### src/common/cache_pkg.sv
`default_nettype none

package cache_pkg;

   ////////////////////////////////////////
   // Widths
   ////////////////////////////////////////
   localparam int ADDR_W     = 16;          // Byte address
   localparam int DATA_W     = 32;          // One word per line at every level
   localparam int STRB_W     = DATA_W/8;    // One enable per byte
   localparam int WORD_OFF_W = 2;           // Byte offset inside a word

   typedef logic [ADDR_W-1:0] addr_t;
   typedef logic [DATA_W-1:0] data_t;
   typedef logic [STRB_W-1:0] strb_t;       // All zeros means read

   ////////////////////////////////////////
   // Requests
   ////////////////////////////////////////
   // L1 -> arbiter -> L2 -> memory
   typedef struct packed {
      addr_t addr;
      data_t wdata;
      strb_t wstrb;
   } mem_req_t;

   // CPU port, instr picks the L1
   typedef struct packed {
      logic  instr;
      addr_t addr;
      data_t wdata;
      strb_t wstrb;
   } cpu_req_t;

   // Byte merge of a write into a stored word, shared by dcache and L2
   function automatic data_t merge_bytes(data_t old_w, data_t new_w, strb_t strb);
      data_t res;
      res = old_w;
      for (int b = 0; b < STRB_W; b++)
      begin
         if (strb[b])
            res[8*b +: 8] = new_w[8*b +: 8];   // Strobed byte wins
      end
      return res;
   endfunction

endpackage

`default_nettype wire

### src/l1_cache/l1_icache.sv
`timescale 1ns/1ps
`default_nettype none

module l1_icache #(
   parameter int L1_INDEX_W = 3
) (
   input  wire                       i_clk,
   input  wire                       i_rst_n,
   // CPU side
   input  wire                       i_valid,
   input  wire  cache_pkg::addr_t    i_addr,
   output logic                      o_ready,
   output cache_pkg::data_t          o_rdata,
   // Back-end toward the arbiter
   output logic                      o_be_valid,
   output cache_pkg::addr_t          o_be_addr,
   input  wire                       i_be_ready,
   input  wire  cache_pkg::data_t    i_be_rdata
);

   localparam int TAG_W = cache_pkg::ADDR_W - cache_pkg::WORD_OFF_W - L1_INDEX_W;
   localparam int LINES = 2**L1_INDEX_W;

   logic [LINES-1:0]        line_vld;          // Valid bit per line
   logic [TAG_W-1:0]        tag_mem  [LINES];
   cache_pkg::data_t        data_mem [LINES];

   logic [L1_INDEX_W-1:0]   idx;
   logic [TAG_W-1:0]        tag;
   logic                    hit;
   logic                    start;             // Fresh request this cycle
   logic                    fill;              // Back-end word arrives

   assign idx   = i_addr[cache_pkg::WORD_OFF_W +: L1_INDEX_W];
   assign tag   = i_addr[cache_pkg::ADDR_W-1 -: TAG_W];
   assign hit   = line_vld[idx] && (tag_mem[idx] == tag);
   assign start = i_valid && !o_ready && !o_be_valid;   // CPU holds valid through o_ready
   assign fill  = o_be_valid && i_be_ready;

   // Word aligned fetch address, CPU keeps it stable
   assign o_be_addr = {i_addr[cache_pkg::ADDR_W-1:cache_pkg::WORD_OFF_W],
                       {cache_pkg::WORD_OFF_W{1'b0}}};

   ////////////////////////////////////////
   // Control
   ////////////////////////////////////////
   always_ff @(posedge i_clk or negedge i_rst_n)
   begin
      if (!i_rst_n)
      begin
         o_ready    <= 1'b0;
         o_be_valid <= 1'b0;
         line_vld   <= '0;
      end
      else
      begin
         o_ready <= 1'b0;                     // One-cycle pulse
         if (start && hit)
            o_ready <= 1'b1;                  // Hit answers next cycle
         else if (start)
            o_be_valid <= 1'b1;               // Miss, go to L2
         if (fill)
         begin
            o_be_valid    <= 1'b0;
            o_ready       <= 1'b1;
            line_vld[idx] <= 1'b1;
         end
      end
   end

   // Line arrays and answer word
   always_ff @(posedge i_clk)
   begin
      if (start && hit)
         o_rdata <= data_mem[idx];
      if (fill)
      begin
         o_rdata       <= i_be_rdata;         // Forward the fetched word
         tag_mem[idx]  <= tag;
         data_mem[idx] <= i_be_rdata;
      end
   end

endmodule

`default_nettype wire

### src/l1_cache/l1_dcache.sv
`timescale 1ns/1ps
`default_nettype none

module l1_dcache #(
   parameter int L1_INDEX_W = 3
) (
   input  wire                          i_clk,
   input  wire                          i_rst_n,
   // CPU side
   input  wire                          i_valid,
   input  wire  cache_pkg::mem_req_t    i_req,
   output logic                         o_ready,
   output cache_pkg::data_t             o_rdata,
   // Back-end toward the arbiter
   output logic                         o_be_valid,
   output cache_pkg::mem_req_t          o_be_req,
   input  wire                          i_be_ready,
   input  wire  cache_pkg::data_t       i_be_rdata
);

   localparam int TAG_W = cache_pkg::ADDR_W - cache_pkg::WORD_OFF_W - L1_INDEX_W;
   localparam int LINES = 2**L1_INDEX_W;

   logic [LINES-1:0]        line_vld;
   logic [TAG_W-1:0]        tag_mem  [LINES];
   cache_pkg::data_t        data_mem [LINES];

   logic [L1_INDEX_W-1:0]   idx;
   logic [TAG_W-1:0]        tag;
   logic                    hit;
   logic                    wr;                 // Any strobe set
   logic                    start;
   logic                    done;               // Back-end ready for us
   cache_pkg::addr_t        be_addr;

   assign idx   = i_req.addr[cache_pkg::WORD_OFF_W +: L1_INDEX_W];
   assign tag   = i_req.addr[cache_pkg::ADDR_W-1 -: TAG_W];
   assign hit   = line_vld[idx] && (tag_mem[idx] == tag);
   assign wr    = |i_req.wstrb;
   assign start = i_valid && !o_ready && !o_be_valid;
   assign done  = o_be_valid && i_be_ready;

   // Writes go through unchanged, reads carry zero strobes already
   assign be_addr  = {i_req.addr[cache_pkg::ADDR_W-1:cache_pkg::WORD_OFF_W],
                      {cache_pkg::WORD_OFF_W{1'b0}}};
   assign o_be_req = '{addr: be_addr, wdata: i_req.wdata, wstrb: i_req.wstrb};

   ////////////////////////////////////////
   // Control
   ////////////////////////////////////////
   always_ff @(posedge i_clk or negedge i_rst_n)
   begin
      if (!i_rst_n)
      begin
         o_ready    <= 1'b0;
         o_be_valid <= 1'b0;
         line_vld   <= '0;
      end
      else
      begin
         o_ready <= 1'b0;
         if (start && hit && !wr)
            o_ready <= 1'b1;                    // Read hit
         else if (start)
            o_be_valid <= 1'b1;                 // Read miss or any write
         if (done)
         begin
            o_be_valid <= 1'b0;
            o_ready    <= 1'b1;                 // CPU sees the write only now
            if (!wr)
               line_vld[idx] <= 1'b1;           // No allocate on write miss
         end
      end
   end

   // Line arrays and answer word
   always_ff @(posedge i_clk)
   begin
      if (start && hit && !wr)
         o_rdata <= data_mem[idx];
      if (done)
      begin
         o_rdata <= i_be_rdata;
         if (wr && hit)
            data_mem[idx] <= cache_pkg::merge_bytes(data_mem[idx], i_req.wdata, i_req.wstrb);
         else if (!wr)
         begin
            tag_mem[idx]  <= tag;               // Refill
            data_mem[idx] <= i_be_rdata;
         end
      end
   end

endmodule

`default_nettype wire

### src/l2_arbiter.sv
`timescale 1ns/1ps
`default_nettype none

module l2_arbiter (
   input  wire                          i_clk,
   input  wire                          i_rst_n,
   // Instruction L1 back-end
   input  wire                          i_i_valid,
   input  wire  cache_pkg::mem_req_t    i_i_req,
   output logic                         o_i_ready,
   // Data L1 back-end
   input  wire                          i_d_valid,
   input  wire  cache_pkg::mem_req_t    i_d_req,
   output logic                         o_d_ready,
   output cache_pkg::data_t             o_rdata,    // Both L1s read it
   // L2 front-end
   output logic                         o_valid,
   output cache_pkg::mem_req_t          o_req,
   input  wire                          i_ready,
   input  wire  cache_pkg::data_t       i_rdata
);

   logic busy;     // Grant held until the L2 answers
   logic own_i;    // Owner, 1 for instruction side

   ////////////////////////////////////////
   // Grant
   ////////////////////////////////////////
   always_ff @(posedge i_clk or negedge i_rst_n)
   begin
      if (!i_rst_n)
      begin
         busy  <= 1'b0;
         own_i <= 1'b0;
      end
      else if (!busy)
      begin
         if (i_i_valid || i_d_valid)
         begin
            busy  <= 1'b1;
            own_i <= i_i_valid;          // Instruction side wins a tie
         end
      end
      else if (i_ready)
         busy <= 1'b0;                   // Free again after the answer
   end

   // Forward the owner, steer the pulse back to it only
   assign o_valid   = busy && (own_i ? i_i_valid : i_d_valid);
   assign o_req     = own_i ? i_i_req : i_d_req;
   assign o_i_ready = busy && own_i && i_ready;
   assign o_d_ready = busy && !own_i && i_ready;
   assign o_rdata   = i_rdata;

endmodule

`default_nettype wire

### src/l2_cache/l2_cache.sv
`timescale 1ns/1ps
`default_nettype none

module l2_cache #(
   parameter int L2_INDEX_W = 5
) (
   input  wire                          i_clk,
   input  wire                          i_rst_n,
   // Front-end from the arbiter
   input  wire                          i_valid,
   input  wire  cache_pkg::mem_req_t    i_req,
   output logic                         o_ready,
   output cache_pkg::data_t             o_rdata,
   // Native memory port
   output logic                         o_mem_valid,
   output cache_pkg::mem_req_t          o_mem_req,
   input  wire                          i_mem_ready,
   input  wire  cache_pkg::data_t       i_mem_rdata
);

   localparam int TAG_W = cache_pkg::ADDR_W - cache_pkg::WORD_OFF_W - L2_INDEX_W;
   localparam int LINES = 2**L2_INDEX_W;

   typedef enum logic [1:0] {
      ST_IDLE,      // Wait for a request, look up
      ST_MEM,       // Memory access in flight
      ST_ANS        // Ready pulse to the arbiter
   } state_t;

   state_t                  state;
   logic [LINES-1:0]        line_vld;
   logic [TAG_W-1:0]        tag_mem  [LINES];
   cache_pkg::data_t        data_mem [LINES];

   logic [L2_INDEX_W-1:0]   idx;
   logic [TAG_W-1:0]        tag;
   logic                    hit;
   logic                    wr;
   logic                    accept;
   logic                    mem_done;
   cache_pkg::mem_req_t     mem_req_q;          // Held for the memory port
   cache_pkg::data_t        rdata_q;

   // Requester holds i_req until o_ready, so lookups use it directly
   assign idx      = i_req.addr[cache_pkg::WORD_OFF_W +: L2_INDEX_W];
   assign tag      = i_req.addr[cache_pkg::ADDR_W-1 -: TAG_W];
   assign hit      = line_vld[idx] && (tag_mem[idx] == tag);
   assign wr       = |i_req.wstrb;
   assign accept   = (state == ST_IDLE) && i_valid;
   assign mem_done = (state == ST_MEM) && i_mem_ready;

   assign o_ready     = (state == ST_ANS);
   assign o_rdata     = rdata_q;
   assign o_mem_valid = (state == ST_MEM);
   assign o_mem_req   = mem_req_q;

   ////////////////////////////////////////
   // FSM and valid bits
   ////////////////////////////////////////
   always_ff @(posedge i_clk or negedge i_rst_n)
   begin
      if (!i_rst_n)
      begin
         state    <= ST_IDLE;
         line_vld <= '0;
      end
      else
      begin
         case (state)
            ST_IDLE:
               if (i_valid)
                  state <= (hit && !wr) ? ST_ANS : ST_MEM;   // Writes always go out
            ST_MEM:
               if (i_mem_ready)
               begin
                  state <= ST_ANS;
                  if (!wr)
                     line_vld[idx] <= 1'b1;   // Read miss allocates
               end
            default:
               state <= ST_IDLE;              // ST_ANS lasts one cycle
         endcase
      end
   end

   // Line arrays, memory request and answer word
   always_ff @(posedge i_clk)
   begin
      if (accept)
      begin
         mem_req_q <= i_req;
         rdata_q   <= data_mem[idx];          // Used only on a read hit
      end
      if (mem_done)
      begin
         rdata_q <= i_mem_rdata;
         if (wr && hit)
            data_mem[idx] <= cache_pkg::merge_bytes(data_mem[idx], i_req.wdata, i_req.wstrb);
         else if (!wr)
         begin
            tag_mem[idx]  <= tag;
            data_mem[idx] <= i_mem_rdata;     // Evicts whatever sat here
         end
      end
   end

endmodule

`default_nettype wire

### src/cache_hier_top.sv
`timescale 1ns/1ps
`default_nettype none

module cache_hier_top #(
   parameter int L1_INDEX_W = 3,   // 2**L1_INDEX_W lines per L1
   parameter int L2_INDEX_W = 5    // 2**L2_INDEX_W lines in L2
) (
   input  wire                           i_clk,
   input  wire                           i_rst_n,
   // CPU port
   input  wire                           i_valid,
   input  wire  cache_pkg::cpu_req_t     i_req,
   output logic                          o_ready,
   output cache_pkg::data_t              o_rdata,
   // Native memory port
   output logic                          o_mem_valid,
   output cache_pkg::mem_req_t           o_mem_req,
   input  wire                           i_mem_ready,
   input  wire  cache_pkg::data_t        i_mem_rdata
);

   ////////////////////////////////////////
   // Internal links
   ////////////////////////////////////////
   logic                 ic_ready, dc_ready;
   cache_pkg::data_t     ic_rdata, dc_rdata;
   logic                 ic_be_valid, ic_be_ready;
   cache_pkg::addr_t     ic_be_addr;
   cache_pkg::mem_req_t  ic_be_req;       // Fetch widened to a read request
   logic                 dc_be_valid, dc_be_ready;
   cache_pkg::mem_req_t  dc_req, dc_be_req;
   cache_pkg::data_t     be_rdata;        // Arbiter answer, shared by both L1s
   logic                 l2_valid, l2_ready;
   cache_pkg::mem_req_t  l2_req;
   cache_pkg::data_t     l2_rdata;

   // Steering, data answer takes precedence
   assign o_ready   = ic_ready | dc_ready;
   assign o_rdata   = dc_ready ? dc_rdata : ic_rdata;
   assign dc_req    = '{addr: i_req.addr, wdata: i_req.wdata, wstrb: i_req.wstrb};
   assign ic_be_req = '{addr: ic_be_addr, wdata: '0, wstrb: '0};   // Never writes

   l1_icache #(.L1_INDEX_W(L1_INDEX_W)) l1_i_i (
      .i_clk(i_clk), .i_rst_n(i_rst_n),
      .i_valid(i_valid & i_req.instr), .i_addr(i_req.addr),
      .o_ready(ic_ready), .o_rdata(ic_rdata),
      .o_be_valid(ic_be_valid), .o_be_addr(ic_be_addr),
      .i_be_ready(ic_be_ready), .i_be_rdata(be_rdata)
   );

   l1_dcache #(.L1_INDEX_W(L1_INDEX_W)) l1_d_i (
      .i_clk(i_clk), .i_rst_n(i_rst_n),
      .i_valid(i_valid & ~i_req.instr), .i_req(dc_req),
      .o_ready(dc_ready), .o_rdata(dc_rdata),
      .o_be_valid(dc_be_valid), .o_be_req(dc_be_req),
      .i_be_ready(dc_be_ready), .i_be_rdata(be_rdata)
   );

   l2_arbiter arb_i (
      .i_clk(i_clk), .i_rst_n(i_rst_n),
      .i_i_valid(ic_be_valid), .i_i_req(ic_be_req), .o_i_ready(ic_be_ready),
      .i_d_valid(dc_be_valid), .i_d_req(dc_be_req), .o_d_ready(dc_be_ready),
      .o_rdata(be_rdata),
      .o_valid(l2_valid), .o_req(l2_req), .i_ready(l2_ready), .i_rdata(l2_rdata)
   );

   l2_cache #(.L2_INDEX_W(L2_INDEX_W)) l2_i (
      .i_clk(i_clk), .i_rst_n(i_rst_n),
      .i_valid(l2_valid), .i_req(l2_req), .o_ready(l2_ready), .o_rdata(l2_rdata),
      .o_mem_valid(o_mem_valid), .o_mem_req(o_mem_req),
      .i_mem_ready(i_mem_ready), .i_mem_rdata(i_mem_rdata)
   );

endmodule

`default_nettype wire

### config.mk
export PLATFORM = sky130hd
export DESIGN_NAME = cache_hier_top
export DESIGN_NICKNAME = d
export VERILOG_FILES = /design/src/common/cache_pkg.sv /design/src/l1_cache/l1_icache.sv /design/src/l1_cache/l1_dcache.sv /design/src/l2_arbiter.sv /design/src/l2_cache/l2_cache.sv /design/src/cache_hier_top.sv
export SDC_FILE = /design/constraint.sdc
export NUM_CORES = 2
export LEC_CHECK = 0
export ABC_AREA = 1
export BUFFER_PORTS_ARGS = -buffer_cell sky130_fd_sc_hd__buf_2
export CORE_MARGIN = 2
export CORE_UTILIZATION = 63
export CTS_CLUSTER_SIZE = 12
export DETAILED_ROUTE_END_ITERATION = 16
export HOLD_SLACK_MARGIN = 0.03
export PLACE_DENSITY = 0.8
export RECOVER_POWER = 25
export SETUP_SLACK_MARGIN = 0.2
export SLEW_MARGIN = 20
export SYNTH_ARGS = -nofsm -noshare
export SYNTH_HDL_FRONTEND = slang
export SYNTH_SLANG_ARGS = --single-unit
### constraint.sdc
create_clock -name i_clk -period 6.3 [get_ports i_clk]
set_input_delay 0.945 -clock i_clk [delete_from_list [all_inputs] [get_ports i_clk]]
set_output_delay 0.945 -clock i_clk [all_outputs]
set_load 0.005 [all_outputs]
## Word level (Yosys, flattened, before mapping)

Memories as Yosys holds them, arrays and structs flattened. A register that Yosys moved wholly into a read port is not among the register bits.
Cells that the tools add are included.

| word-level totals | value |
|---|---|
| register bits after elaboration | 172 |
| memory bits (writable) | 2000 |
| input port bits | 89 |
| output and inout port bits | 86 |
| word-level logic and storage cells | 168 |
| memories | 6 |

Memories:

| name | words | width | rd ports | clocked after Yosys merged registers in | wr ports | RTL line | text |
|---|---|---|---|---|---|---|---|
| l2_i.data_mem | 32 | 32 | 1 | 0 | 1 | l2_cache.sv:33 | `cache_pkg::data_t data_mem [LINES];` |
| l2_i.tag_mem | 32 | 9 | 1 | 0 | 1 | l2_cache.sv:32 | `logic [TAG_W-1:0] tag_mem [LINES];` |
| l1_d_i.data_mem | 8 | 32 | 1 | 0 | 1 | l1_dcache.sv:26 | `cache_pkg::data_t data_mem [LINES];` |
| l1_i_i.data_mem | 8 | 32 | 1 | 1 | 1 | l1_icache.sv:26 | `cache_pkg::data_t data_mem [LINES];` |
| l1_d_i.tag_mem | 8 | 11 | 1 | 0 | 1 | l1_dcache.sv:25 | `logic [TAG_W-1:0] tag_mem [LINES];` |
| l1_i_i.tag_mem | 8 | 11 | 1 | 0 | 1 | l1_icache.sv:25 | `logic [TAG_W-1:0] tag_mem [LINES];` |

| cells by class | value |
|---|---|
| $lt $le $gt $ge | 4 |
| equality and inequality tests | 9 |
| muxes and demuxes | 76 |
| bitwise gates (word level) | 12 |
| reductions and logical operators | 46 |

Operators by type and width:

| cell | count |
|---|---|
| 32-bit two-way mux | 7 |
| 8-bit two-way mux | 24 |
| 36-bit two-way mux | 1 |
| 1-bit two-way mux | 35 |
| 32-bit bitwise OR | 1 |
| 1-bit logical AND | 24 |
| 11-bit equality test | 2 |
| 8-bit bitwise OR | 2 |
| 2-bit AND reduction | 5 |
| 2-bit nonzero test | 5 |
| 9-bit equality test | 1 |
| 2-bit by 1-bit != test with 1-bit output (second input constant) | 4 |
| 4-bit OR reduction | 2 |
| 1-bit logical NOT | 7 |
| 1-bit binary-select mux with 3-bit select | 2 |
| 5-bit by 6-bit less-than comparator with 1-bit output (second input constant) | 1 |
| 2-bit two-way mux | 3 |
| 1-bit binary-select mux with 5-bit select | 1 |
| 1-bit demux with 5-bit select | 1 |
| 5-bit by 1-bit greater-or-equal comparator with 1-bit output (second input constant) | 1 |
| 3-bit by 4-bit less-than comparator with 1-bit output (second input constant) | 1 |
| 1-bit inverter | 4 |
| 2-bit case mux with 2 select lines | 1 |
| 1-bit demux with 3-bit select | 1 |
| other kinds (8) | 11 |

## Logic depth before layout (Yosys ltp)

| depth | value |
|---|---|
| depth after elaboration | 8 |
| mapped depth | 18 |
| depth with buffers taken out | 17 |

## Cells and area by module

Synthesis repeated with hierarchy kept, for this count alone.

| unflattened totals | value |
|---|---|
| cell total of the unflattened synthesis | 6470 |
| area total of the unflattened synthesis | 87523.9 um^2 |

Modules (own cells, without submodules):

| module | times used | cells an instance | area an instance (um^2) | seq. area each (um^2) |
|---|---|---|---|---|
| l2_cache | 1 | 3707 | 54840.1 | 42771.0 |
| l1_dcache | 1 | 1311 | 16107.9 | 11541.1 |
| l1_icache | 1 | 1126 | 15097.0 | 11541.1 |
| l2_arbiter | 1 | 216 | 1019.7 | 50.0 |
| cache_hier_top | 1 | 110 | 459.2 | 0.0 |

## Worst setup path before layout

OpenSTA, ideal clock, no wires.

| path | value |
|---|---|
| path kind | input -> register |
| from | input port i_req[39] (netlist bit) |
| to | register l1_i_i.o_rdata[0] (read register of l1_i_i.data_mem) (enable) |
| setup time | 0.468 ns |
| arrival | 4.733 ns |
| data required time | 5.832 ns |
| setup slack | 1.099 ns |
| stages | 15 |
| buffers on the path | 4 |
| cell sequence | buf_4 > nand2_2 > inv_2 > buf_2 > buf_2 > buf_2 > a22oi_1 > nand3_1 > o21ai_0 > nand2_1 > nand2_1 > nand3_1 > nor2_1 > nand3_1 > o21ai_0 |

| between the ends | value |
|---|---|
| cells in the longest elaborated chain, start to end | 5 |
| elaborated cells between the ends (all ways) | 7 |
| those cells by class | eq/ne: 1; mux: 2; reduce/logical: 3; memory: 1 |

RTL lines:

| item | RTL line | text |
|---|---|---|
| from (decl) | cache_hier_top.sv:12 | `input wire cache_pkg::cpu_req_t i_req,` |
| memory read 8 x 11 bit or 1-bit binary-select mux with 3-bit select (tied branches) | - |  |
| 11-bit equality test or 1-bit two-way mux (tied branches) | l1_icache.sv:36 | `assign hit = line_vld[idx] && (tag_mem[idx] == tag);` |
| 1-bit logical AND | l1_icache.sv:36 |  |
| 1-bit logical AND | l1_icache.sv:74 | `if (start && hit)` |
| 2-bit nonzero test (no line) | - |  |
| to (decl) | l1_icache.sv:13 | `output cache_pkg::data_t o_rdata,` |

Parallel ways exist; a longest one is shown, timed or not. The select of a mux whose other input is x is not followed.
A chain may end at the register's enable or synchronous reset.

==> results_dict.tcl <==
set metrics [dict create \
    status "finished, violations left" \
    violations "capacitance limit, slew limit" \
    ir_drop_mv 0.375 \
    post-cts-setup-buffers 0 \
    syn-cell-area_sq_mm 0.0850 \
    antenna_found_initial 3 \
    clkSinkCount 2202 \
    gp_congestion 0.886 \
    instances_no_fill 8137 \
    synth_top_family_by_area "simple AND/OR/NAND/NOR gates" \
    p_total_uw 33400 \
    power_density_mw_per_mm2 352 \
    hold_class "in2reg" \
    avgSynthCellArea_sq_um 14.1 \
    ys_seq_area_frac 0.775 \
    setup_viol 0 \
    skew_ns 0.0298 \
    end_kind "flip-flop" \
    dp_hpwl_um 128000 \
    grt_use_met2 0.512 \
    slew_viol_final 451 \
    cpPeakStageDelay_ns 1.10 \
    drt-initial-drc-count 9563 \
    layout-drive-gt1-share 0.110 \
    via_per_inst 6.74 \
    fmax_mhz 180 \
    area_delta_synth_final_pct 11.6 \
    placementRows 134 \
    leakagePower_uw 0.0326 \
    min_period_ns 5.55 \
    die_height_um 371 \
    nets 6342 \
    worstSetupPathType "reg2reg" \
    grtUsageMet3 0.0905 \
    cp_max_fo 28 \
    finalCritPeriodShare 0.881 \
    synth-xor-area-share 0.000103 \
    hold_buffers 0 \
    ys_seq_elements 2202 \
    grt_use_total 0.339 \
    port_buffers 170 \
    die_w_um 371 \
    io_pins 175 \
    drv_cap 11 \
    drc 0 \
    drt-total-wl_um 234000 \
    timing.rr.end "l2_i.tag_mem[22][1]$_DFFE_PP_" \
    crit_chain "clkbuf_1 -> nor2_1 -> nor4_1 -> clkbuf_1 -> nand2_4 -> buf_4 -> nor2_1" \
    r2r-start "arb_i.own_i$_DFFE_PN0P_" \
    busiest_layer "met2" \
    rsz0062_at_grt "false" \
    cp_num_buf_inv 3 \
    ys_warn_count 0 \
    core-area_sq_mm 0.134 \
    placedCellCount 7810 \
    crit_start "arb_i.own_i$_DFFE_PN0P_" \
    first_global_vias 53300 \
    synthAdderAreaFrac 0 \
    syn_inst 6041 \
    cp_slowest_cell "dfrtp_1" \
    cp-start-kind "flip-flop" \
    root_buffer "clkbuf_16" \
    cts-resized-gates 0 \
    worstSetupPathDepth 7 \
    clk_latency_ns 0.84 \
    avgRoutedWirePerCell_um 28.7 \
    htreeDepth 4 \
    design.die.area_sq_mm 0.138 \
    clkTransAtPathRegs_ns 0.06 \
    grt_overflow 0 \
    synth_compound_area_frac 0.0964 \
    rrSetupSlack_ns 0.75 \
    worstRegToRegCells 7 \
    initial_core_util 0.636 \
    fin_tns_setup_ns 0 \
    synthMuxAreaShare 0 \
    vias 54800 \
    grt_pass1_wl_um 340000 \
    endpoint "l2_i.tag_mem[22][1]$_DFFE_PP_" \
    slew_headroom -1.40 \
    cts_buffers 209 \
    grt_max_degree 156 \
    arrival_ns 5.98 \
    required_ns 6.73 \
    grtUsageMet1 0.454 \
    cts_buffer_depth 3 \
    finalHoldViolCount 0 \
    synthSimpleGateAreaFrac 0.105 \
    holdWs_ns 0.410 \
    antenna_left 0 \
    synth_cell_types 38 \
    critical_path.top_delay_family "simple AND/OR/NAND/NOR gates" \
    fin_util 0.710 \
    worst_slew_pin_slew_ns 3.60 \
    drt-pass1-iter-count 6 \
    cts_tree "yes" \
]
[metal layers]
metal | vias up | part of all wire
met1 | 26500 | 0.34
met2 | 4614 | 0.46
met4 | 4 | 0.057
met5 | - | 0.00053
met3 | 773 | 0.14
li1 | 22900 | -
[worst min-delay path, delay by kind of cell]
kind          cells  cell delay (ns)
buf+inv           1             0.09
simple gates      2             0.10
[how the worst min path moves through the flow]
stage | startpoint | endpoint | slack [ns] | cells after the start
2_1_floorplan | l1_d_i.line_vld[3]$_DFFE_PN0P_ | l1_d_i.line_vld[3]$_DFFE_PN0P_ | 0.42 | 2
3_3_place_gp | l2_i.line_vld[25]$_DFFE_PN0P_ | l2_i.line_vld[25]$_DFFE_PN0P_ | 0.44 | 2
3_5_place_dp | l1_d_i.line_vld[3]$_DFFE_PN0P_ | l1_d_i.line_vld[3]$_DFFE_PN0P_ | 0.44 | 2
4_1_cts | i_rst_n | l2_i.line_vld[8]$_DFFE_PN0P_ | 0.28 | 2
5_1_grt | i_mem_ready | l2_i.state[0]$_DFFE_PN0P_ | 0.43 | 4
6_report | i_mem_rdata[17] | l2_i.o_rdata[17]$_DFFE_PP_ | 0.41 | 3
[placed cells by master (no fill, tap or decap), types with 115 or more instances in the layout]
master	instances
inv_1	116
a21oi_1	205
a22oi_1	723
nand3_1	170
buf_4	124
nand2_1	1513
buf_2	115
edfxtp_1	2146
nor2_1	216
clkbuf_16	216
clkbuf_1	158
[logic make-up (layout without fill, tap and decap cells)]
family | Yosys count | after routing
DFF | 2202 | 2202
and+or+nand+nor | 2152 | 2152
AOI/OAI and AO/OA | 1204 | 1204
buffers and inverters | 481 | 805
other | 1 | 5
xor gates and xnor gates | 1 | 1
[synthesized netlist by cell type, drive strengths merged]
cell type     n  area share
conb          1    0.000044
o21ai        63      0.0037
nand2      1517       0.067
nand4        98      0.0072
or2          83      0.0061
buf         236       0.013
nor4         11     0.00081
nand3       171       0.010
xor2          1     0.00010
and3          4     0.00029
a22oi       723       0.064
o21a          2     0.00018
nand3b       20      0.0018
dfrtp        56       0.016
a31oi        83      0.0061
clkbuf      120      0.0053
a32oi         7     0.00072
clkinv        5     0.00022
nor2        244       0.011
a21o         29      0.0026
a21oi       245       0.014
inv         120      0.0053
a21boi        9     0.00079
edfxtp     2146        0.76
a221oi        6     0.00062
a22o         14      0.0014
o22ai         3     0.00022
nor3          4     0.00024
a211o         2     0.00021
o211ai       18      0.0016
[flip-flops by register name (all words and copies together), names as in the netlist, 2 cells and up]
| name | count |
|---|---|
| l2_i.o_rdata | 32 |
| l1_i_i.line_vld | 8 |
| l1_d_i.o_rdata | 32 |
| l1_d_i.line_vld | 8 |
| l1_d_i.data_mem | 256 |
| l2_i.tag_mem | 288 |
| l2_i.data_mem | 1024 |
| l2_i.o_mem_req | 50 |
| l1_i_i.data_mem | 256 |
| l1_i_i.tag_mem | 88 |
| l2_i.state | 2 |
| l2_i.line_vld | 32 |
| l1_i_i.o_rdata | 32 |
| l1_d_i.tag_mem | 88 |
[per-stage QoR]
stage / area, sq um / setup WS (ns)
2_1_floorplan: 85000 / 1.10
6_report: 94900 / 0.748
3_5_place_dp: 89100 / 0.878
5_1_grt: 94900 / 0.758
3_3_place_gp: 89100 / 0.936
4_1_cts: 95000 / 1.77
[layout make-up]
cell class              count  area (sq um)
inverters                 125           479
flip-flops and latches   2202         65800
repair buffers            356          2560
fillers                  7933         38700
diodes                      3          7.51
clock inverters            24           158
clock buffers             300          5750
well taps                1768          2210
multi-input cells        3359         17900
[power by group]
group          switching (uW)  internal [uW]
Sequential                707          17800
Clock                    5050           6270
Combinational            2740            798
Total                    8490          24900
Note: power is estimated with default switching activity, not from simulation.
